--- config.mk ---
export PLATFORM = sky130hd
export DESIGN_NAME = rv_core
export DESIGN_NICKNAME = d
export VERILOG_FILES = /design/src/rtl/rv_pkg.sv /design/src/rtl/rv_core.sv /design/src/rtl/alu.sv /design/src/rtl/decoder.sv /design/src/rtl/reg_file.sv /design/src/rtl/pc_unit.sv
export SDC_FILE = /design/constraint.sdc
export NUM_CORES = 2
export LEC_CHECK = 0
export BUFFER_PORTS_ARGS = -buffer_cell sky130_fd_sc_hd__buf_2
export CAP_MARGIN = 10
export CORE_UTILIZATION = 50
export CTS_BUF_LIST = sky130_fd_sc_hd__clkbuf_4 sky130_fd_sc_hd__clkbuf_8 sky130_fd_sc_hd__clkbuf_16
export DETAILED_ROUTE_END_ITERATION = 10
export HOLD_SLACK_MARGIN = 0.02
export PLACE_DENSITY = 0.68
export SKIP_LAST_GASP = 1
export SLEW_MARGIN = 20
export SYNTH_ARGS = -nofsm -noshare
export SYNTH_HDL_FRONTEND = slang
export SYNTH_HIERARCHICAL = 1
export SYNTH_SLANG_ARGS = --single-unit
--- constraint.sdc ---
create_clock -name clk -period 9.3 [get_ports clk]
set_input_delay 1.395 -clock clk [delete_from_list [all_inputs] [get_ports clk]]
set_output_delay 1.395 -clock clk [all_outputs]
set_load 0.02 [all_outputs]
--- src/rtl/rv_pkg.sv ---
package rv_pkg;

    localparam int XLEN       = 32;
    localparam int REG_ADDR_W = 5;
    localparam int NUM_REGS   = 32;

    typedef logic [XLEN-1:0]       word_t;
    typedef logic [REG_ADDR_W-1:0] reg_addr_t;

    // major opcodes handled by the core
    typedef enum logic [6:0] {
        OP     = 7'b0110011,
        OP_IMM = 7'b0010011,
        LUI    = 7'b0110111,
        AUIPC  = 7'b0010111,
        BRANCH = 7'b1100011,
        JAL    = 7'b1101111,
        JALR   = 7'b1100111
    } opcode_t;

    typedef enum logic [3:0] {
        ALU_ADD, ALU_SUB, ALU_SLL, ALU_SLT, ALU_SLTU,
        ALU_XOR, ALU_SRL, ALU_SRA, ALU_OR, ALU_AND
    } alu_op_t;

    typedef enum logic [1:0] {A_RS1, A_PC, A_ZERO} a_sel_t;
    typedef enum logic {B_RS2, B_IMM} b_sel_t;

    // encoded like funct3 of the branch group
    typedef enum logic [2:0] {
        BR_EQ  = 3'b000,
        BR_NE  = 3'b001,
        BR_LT  = 3'b100,
        BR_GE  = 3'b101,
        BR_LTU = 3'b110,
        BR_GEU = 3'b111
    } br_cond_t;

    typedef enum logic [1:0] {JMP_NONE, JMP_BRANCH, JMP_JAL, JMP_JALR} jump_kind_t;

    typedef enum logic {WB_ALU, WB_PC4} wb_sel_t;

    typedef struct packed {
        alu_op_t    alu_op;
        a_sel_t     a_sel;
        b_sel_t     b_sel;
        br_cond_t   br_cond;
        jump_kind_t jump_kind;
        wb_sel_t    wb_sel;
        logic       reg_we;
    } ctrl_t;

    typedef struct packed {
        logic      we;
        reg_addr_t rd;
        word_t     data;
    } wb_t;

endpackage
--- src/rtl/rv_core.sv ---
`timescale 1ns/1ps

module rv_core import rv_pkg::*; #(
    parameter word_t RESET_PC = 32'h8000_0000
) (
    input  logic  clk,
    input  logic  reset,
    input  word_t inst,
    output word_t pc,
    output wb_t   wb
);
    ctrl_t     ctrl;
    reg_addr_t rs1;
    reg_addr_t rs2;
    reg_addr_t rd;
    word_t     imm;
    word_t     rdata1;
    word_t     rdata2;
    word_t     result;
    word_t     wb_data;
    word_t     snpc;
    logic      taken;

    decoder decoder_i (
        .inst (inst),
        .ctrl (ctrl),
        .rs1  (rs1),
        .rs2  (rs2),
        .rd   (rd),
        .imm  (imm)
    );

    reg_file reg_file_i (
        .clk    (clk),
        .we     (wb.we),
        .waddr  (wb.rd),
        .wdata  (wb.data),
        .raddr1 (rs1),
        .raddr2 (rs2),
        .rdata1 (rdata1),
        .rdata2 (rdata2)
    );

    alu alu_i (
        .ctrl    (ctrl),
        .rdata1  (rdata1),
        .rdata2  (rdata2),
        .imm     (imm),
        .pc      (pc),
        .snpc    (snpc),
        .result  (result),
        .wb_data (wb_data),
        .taken   (taken)
    );

    pc_unit #(
        .RESET_PC (RESET_PC)
    ) pc_unit_i (
        .clk       (clk),
        .reset     (reset),
        .jump_kind (ctrl.jump_kind),
        .taken     (taken),
        .target    (result),
        .pc        (pc),
        .snpc      (snpc)
    );

    always_comb begin
        wb.we   = ctrl.reg_we && !reset;  // no writes while in reset
        wb.rd   = rd;
        wb.data = wb_data;
    end

endmodule

--- src/rtl/alu.sv ---
`timescale 1ns/1ps

module alu import rv_pkg::*; (
    input  ctrl_t ctrl,
    input  word_t rdata1,
    input  word_t rdata2,
    input  word_t imm,
    input  word_t pc,
    input  word_t snpc,
    output word_t result,
    output word_t wb_data,
    output logic  taken
);
    word_t      op_a;
    word_t      op_b;
    logic [4:0] shamt;

    always_comb begin
        case (ctrl.a_sel)
            A_PC:    op_a = pc;
            A_ZERO:  op_a = '0;
            default: op_a = rdata1;
        endcase
    end

    assign op_b  = (ctrl.b_sel == B_IMM) ? imm : rdata2;
    assign shamt = op_b[4:0];  // only low five bits shift

    always_comb begin
        case (ctrl.alu_op)
            ALU_SUB:  result = op_a - op_b;
            ALU_SLL:  result = op_a << shamt;
            ALU_SLT:  result = {{(XLEN-1){1'b0}}, $signed(op_a) < $signed(op_b)};
            ALU_SLTU: result = {{(XLEN-1){1'b0}}, op_a < op_b};
            ALU_XOR:  result = op_a ^ op_b;
            ALU_SRL:  result = op_a >> shamt;
            ALU_SRA:  result = word_t'($signed(op_a) >>> shamt);
            ALU_OR:   result = op_a | op_b;
            ALU_AND:  result = op_a & op_b;
            default:  result = op_a + op_b;
        endcase
    end

    // branch compare always works on the registers
    always_comb begin
        case (ctrl.br_cond)
            BR_NE:   taken = rdata1 != rdata2;
            BR_LT:   taken = $signed(rdata1) < $signed(rdata2);
            BR_GE:   taken = $signed(rdata1) >= $signed(rdata2);
            BR_LTU:  taken = rdata1 < rdata2;
            BR_GEU:  taken = rdata1 >= rdata2;
            default: taken = rdata1 == rdata2;
        endcase
    end

    assign wb_data = (ctrl.wb_sel == WB_PC4) ? snpc : result;  // return address for jal/jalr

endmodule

--- src/rtl/decoder.sv ---
`timescale 1ns/1ps

module decoder import rv_pkg::*; (
    input  word_t     inst,
    output ctrl_t     ctrl,
    output reg_addr_t rs1,
    output reg_addr_t rs2,
    output reg_addr_t rd,
    output word_t     imm
);
    opcode_t    opcode;
    logic [2:0] funct3;
    alu_op_t    arith_op;     // alu op of the OP / OP_IMM group
    br_cond_t   branch_cond;
    logic       branch_ok;    // funct3 names a real branch
    logic       writes_rd;

    assign opcode = opcode_t'(inst[6:0]);
    assign funct3 = inst[14:12];
    assign rd     = inst[11:7];
    assign rs1    = inst[19:15];
    assign rs2    = inst[24:20];

    always_comb begin
        case (opcode)
            OP_IMM, JALR: imm = {{20{inst[31]}}, inst[31:20]};
            BRANCH:       imm = {{20{inst[31]}}, inst[7], inst[30:25], inst[11:8], 1'b0};
            LUI, AUIPC:   imm = {inst[31:12], 12'b0};
            JAL:          imm = {{12{inst[31]}}, inst[19:12], inst[20], inst[30:21], 1'b0};
            default:      imm = '0;  // R form has no immediate
        endcase
    end

    always_comb begin
        case (funct3)
            3'b000: arith_op = (opcode == OP && inst[30]) ? ALU_SUB : ALU_ADD;
            3'b001: arith_op = ALU_SLL;
            3'b010: arith_op = ALU_SLT;
            3'b011: arith_op = ALU_SLTU;
            3'b100: arith_op = ALU_XOR;
            3'b101: arith_op = inst[30] ? ALU_SRA : ALU_SRL;  // funct7 bit 5
            3'b110: arith_op = ALU_OR;
            default: arith_op = ALU_AND;
        endcase
    end

    always_comb begin
        branch_ok = 1'b1;
        case (funct3)
            3'b000: branch_cond = BR_EQ;
            3'b001: branch_cond = BR_NE;
            3'b100: branch_cond = BR_LT;
            3'b101: branch_cond = BR_GE;
            3'b110: branch_cond = BR_LTU;
            3'b111: branch_cond = BR_GEU;
            default: begin
                branch_cond = BR_EQ;
                branch_ok   = 1'b0;
            end
        endcase
    end

    always_comb begin
        ctrl.alu_op    = ALU_ADD;
        ctrl.a_sel     = A_RS1;
        ctrl.b_sel     = B_IMM;
        ctrl.br_cond   = branch_cond;
        ctrl.jump_kind = JMP_NONE;
        ctrl.wb_sel    = WB_ALU;
        writes_rd      = 1'b0;
        case (opcode)
            OP: begin
                ctrl.alu_op = arith_op;
                ctrl.b_sel  = B_RS2;
                writes_rd   = 1'b1;
            end
            OP_IMM: begin
                ctrl.alu_op = arith_op;
                writes_rd   = 1'b1;
            end
            LUI: begin
                ctrl.a_sel = A_ZERO;  // 0 + upper imm
                writes_rd  = 1'b1;
            end
            AUIPC: begin
                ctrl.a_sel = A_PC;
                writes_rd  = 1'b1;
            end
            BRANCH: begin
                ctrl.a_sel     = A_PC;  // alu forms the target
                ctrl.jump_kind = branch_ok ? JMP_BRANCH : JMP_NONE;
            end
            JAL: begin
                ctrl.a_sel     = A_PC;
                ctrl.jump_kind = JMP_JAL;
                ctrl.wb_sel    = WB_PC4;
                writes_rd      = 1'b1;
            end
            JALR: begin
                ctrl.jump_kind = JMP_JALR;
                ctrl.wb_sel    = WB_PC4;
                writes_rd      = 1'b1;
            end
            default: ;  // unknown opcode writes nothing, no jump
        endcase
        ctrl.reg_we = writes_rd && (rd != '0);
    end

endmodule

--- src/rtl/reg_file.sv ---
`timescale 1ns/1ps

module reg_file import rv_pkg::*; (
    input  logic      clk,
    input  logic      we,
    input  reg_addr_t waddr,
    input  word_t     wdata,
    input  reg_addr_t raddr1,
    input  reg_addr_t raddr2,
    output word_t     rdata1,
    output word_t     rdata2
);
    word_t regs [NUM_REGS];

    always_ff @(posedge clk) begin
        if (we) begin
            regs[waddr] <= wdata;
        end
    end

    // x0 always reads zero, no write bypass
    always_comb begin
        rdata1 = (raddr1 == '0) ? '0 : regs[raddr1];
        rdata2 = (raddr2 == '0) ? '0 : regs[raddr2];
    end

endmodule

--- src/rtl/pc_unit.sv ---
`timescale 1ns/1ps

module pc_unit import rv_pkg::*; #(
    parameter word_t RESET_PC = 32'h8000_0000
) (
    input  logic       clk,
    input  logic       reset,
    input  jump_kind_t jump_kind,
    input  logic       taken,
    input  word_t      target,
    output word_t      pc,
    output word_t      snpc
);
    word_t dnpc;  // next pc actually taken

    assign snpc = pc + 32'd4;

    always_comb begin
        case (jump_kind)
            JMP_JAL:    dnpc = target;
            JMP_JALR:   dnpc = {target[XLEN-1:1], 1'b0};  // low bit cleared
            JMP_BRANCH: dnpc = taken ? target : snpc;
            default:    dnpc = snpc;
        endcase
    end

    always_ff @(posedge clk) begin
        if (reset) begin
            pc <= RESET_PC;
        end else begin
            pc <= dnpc;
        end
    end

endmodule

==> flow_metrics.py <==
metrics = {
    "run_status": {
        "status": "complete, no violations",
    },
    "synthesis": {
        "yosys.area.top_type": "edfxtp_1",
        "synth_cells": 4544,
        "async_flop_share": 0,
        "synth_edf_count": 1024,
        "ys_seq_area_frac": 0.508,
        "syn-num-nets": 4711,
        "yosysWarnings": 6,
        "synth.avg_cell_area_um2": 13.6,
        "netlist_area_um2": 61700,
        "synth.top_cell.area_share": 0.498,
        "synth_area_leaders": "edfxtp_1 50%, mux4_2 16%, mux2i_1 5.9%",
        "synthFlopType": "edfxtp_1",
        "ys_ff_latch": 1056,
        "synth_cell_types": 95,
    },
    "sta": {
        "hold_viol_final": 0,
        "period_minus_slack_ns": 9.28,
        "tightest_slew_ns": 1.18,
        "slew_headroom": 0.208,
        "rsz0062_at_grt": "no",
        "fin_skew_ns": 0.0394,
        "finalSetupViolCount": 0,
        "fin_tns_setup_ns": 0,
        "clock.fmax_ghz": 0.108,
        "period_share": 0.998,
        "drv_slew": 0,
    },
    "floorplanning": {
        "ioPinCount": 104,
        "coreArea_um2": 122000,
        "die_h_um": 353,
        "rows": 128,
        "die_w_um": 353,
        "initial_utilization": 0.505,
        "dieArea_um2": 125000,
    },
    "global_routing": {
        "antenna_found_initial": 14,
        "grt_usage": 0.382,
        "grt_max_degree": 61,
        "globalRouteMet3Util": 0.104,
        "grt_pass1_vias": 45900,
        "use_met1": 0.507,
        "overflow": 0,
        "grt_pass1_wl_um": 341000,
        "grt.busiest_layer": "met2",
        "use_met2": 0.573,
    },
    "pwr": {
        "leakage_uw": 0.0245,
        "cellPowerDensity_nw_per_um2": 170,
        "ir_drop_v": 0.000215,
    },
    "clocking": {
        "post-cts-setup-buffers": 0,
        "cts_htree_levels": 3,
        "clk_path_buf_depth": 3,
        "cts.reportedPaths.clkPinSlew_ns": 0.06,
        "cts_tree": "yes",
        "cts.sinks": 1056,
        "hold_buffers": 0,
        "cts_made_buffers": 108,
        "clk_latency_ns": 0.73,
        "cts_root_buffer": "clkbuf_16",
    },
    "critical_path": {
        "crit_fanout": 27,
        "rr_startpoint": "reg_file_i/regs[17][12]",
        "r2r-end": "reg_file_i/regs[2][27]",
        "reg2reg_depth": 20,
        "r2r_slack_ns": 2.70,
        "critPathKind": "in -> out",
        "critPathTopFamily": "compound AO/OA/AOI/OAI gates",
        "cp_cell_sequence": "buf_8 -> buf_12 -> buf_4 -> or4_1 -> buf_4 -> o21ai_0 -> nor4_1 -> inv_1 -> o21ai_0 -> buf_4 -> inv_1 -> ha_1 -> nor2b_1 -> a2111oi_0 -> nand3_1 -> o211a_1 -> o21ai_0 -> a2111oi_0 -> nor3_1 -> o22ai_1 -> buf_4 -> mux2_2 -> buf_2",
        "crit_slowest_cell": "a2111oi_0",
        "critical_path.most_common_cell": "buf_4",
        "crit_buf_inv": 9,
        "cp_data_arrival_time_ns": 7.89,
        "crit_required_ns": 7.91,
        "setup.worst_path.end_class": "output port",
        "slowest_delay_ns": 0.56,
        "critPathLaunchType": "input pin",
        "cp_num_cells": 23,
    },
    "min_path": {
        "worstHoldStart": "pc_unit_i/pc[23]",
        "hold_path.class": "reg -> reg",
        "hold_depth": 2,
        "holdPathEnd": "pc_unit_i/pc[23]",
    },
    "routing": {
        "via_count": 47800,
        "drtIter0Drc": 7112,
        "ant_nets": 0,
        "vias_per_cell": 7.37,
        "firstDrtPassIters": 10,
        "totalWireLength_um": 242000,
        "wl_per_cell_um": 37.3,
        "drc": 0,
    },
    "final_layout": {
        "drive_gt1_frac": 0.266,
        "areaGrowthSynthToFinish_pct": 13.1,
        "layout.nets": 4939,
        "fin_cells": 6490,
    },
    "placement": {
        "post-dp-hpwl_um": 164000,
        "dp_cells": 6287,
        "io_buffer_count": 103,
        "place.gp.congestion": 1.07,
    },
    "job": {
        "cap_violations": 0,
    },
}
==> registers in the layout, indices dropped and copies added (netlist names) <==
name             flops
pc_unit_i/pc        32
reg_file_i/regs   1024
==> cells in the final DEF, fill, tap and decap left out, drive strengths merged, types with 15 or more instances in the layout <==
master / n
mux2: 74
nand3: 61
a2111oi: 41
xnor2: 18
or4: 15
nor2: 239
a211oi: 84
a21oi: 162
nand3b: 16
a311oi: 16
clkinv: 49
o31ai: 20
edfxtp: 1024
a22oi: 116
o22ai: 68
a21o: 51
o211ai: 35
ha: 131
clkbuf: 134
nor3: 106
o221ai: 51
a31oi: 26
inv: 143
or3: 23
mux2i: 362
nand4: 30
nor4: 29
nand2b: 15
buf: 501
and2: 46
nand2: 215
a22o: 92
mux4: 427
nor2b: 37
o21ai: 143
a221oi: 29
dfxtp: 32
==> logic make-up after synthesis <==
| logic type | count (synthesis) | synth area share |
|---|---|---|
| fa+ha+maj | 133 | 0.0272 |
| flops | 1056 | 0.508 |
| mux | 863 | 0.228 |
| xor+xnor | 27 | 0.00383 |
| simple gates | 881 | 0.0699 |
| compound gates | 1058 | 0.123 |
| buf+inv | 526 | 0.0398 |
==> synth_stat cells (28+ instances only) <==
master,number
and2_1,46
buf_1,44
mux2_2,72
a22o_1,92
buf_4,54
nand3_1,61
o21ai_0,133
nand4_1,29
nor4_1,28
mux4_2,427
dfxtp_1,32
inv_1,136
a211oi_1,83
o211ai_1,34
o221ai_1,51
nor3_1,106
a22oi_1,116
mux2i_1,362
a21o_1,51
a2111oi_0,40
edfxtp_1,1024
a21oi_1,162
buf_2,58
nor2_1,239
ha_1,131
nand2_1,215
clkbuf_1,203
nor2b_1,36
o22ai_1,68
==> per-stage QoR <==
| stage | total power (uW) | util | hold WS, ns | setup WS, ns | area [um^2] |
|---|---|---|---|---|---|
| floorplan | 6740 | - | 0.582 | 0.258 | 61800 |
| global placement | 7610 | 0.543 | 0.612 | 0.0505 | 66300 |
| detailed placement | 7620 | 0.543 | 0.628 | 0.194 | 66300 |
| CTS | 11900 | 0.571 | 0.650 | 0.141 | 69800 |
| global route | 12200 | 0.572 | 0.677 | 0.00182 | 69800 |
| finish | 11900 | 0.572 | 0.656 | 0.0173 | 69900 |
==> metal layers <==
metal / wire length [um] / part of all wire
met4: 15600 / 0.064
met1: 88100 / 0.36
met3: 31700 / 0.13
met5: 80 / 0.00033
met2: 107000 / 0.44
==> area by class of cell <==
| class | count | area [um^2] |
|---|---|---|
| repair buffers | 502 | 3950 |
| flip-flops and latches | 1056 | 31400 |
| clock buffers | 133 | 2930 |
| multi-input cells | 2962 | 28400 |
| fillers | 9601 | 52300 |
| clock inverters | 64 | 578 |
| diodes | 6 | 15.0 |
| inverters | 142 | 538 |
| well taps | 1625 | 2030 |
==> worst max-delay path by stage <==
| stage | startpoint | end |
|---|---|---|
| 2_1_floorplan | inst[21] | wb[28] |
| 3_3_place_gp | inst[21] | wb[29] |
| 3_5_place_dp | inst[21] | wb[29] |
| 4_1_cts | inst[21] | wb[29] |
| 5_1_grt | inst[22] | wb[27] |
| 6_report | inst[21] | wb[29] |
==> tightest hold or removal path, delay by kind of cell (launching register included) <==
kind               cells  cell delay [ns]
AOI/OAI and AO/OA      2             0.22
DFF                    1             0.39
==> report_power, final <==
part           internal, uW  leakage (uW)  switching (uW)
registers              5410       0.00947            18.6
logic                   751        0.0133            1420
clock network          2430       0.00173            1860
==> repair_timing <==
action / in CTS / in global routing
setup endpoints to repair: 0 / 2
hold endpoints to repair: 0 / 0
resized for setup: 0 / 3
Power figures use the tool's default switching activity.
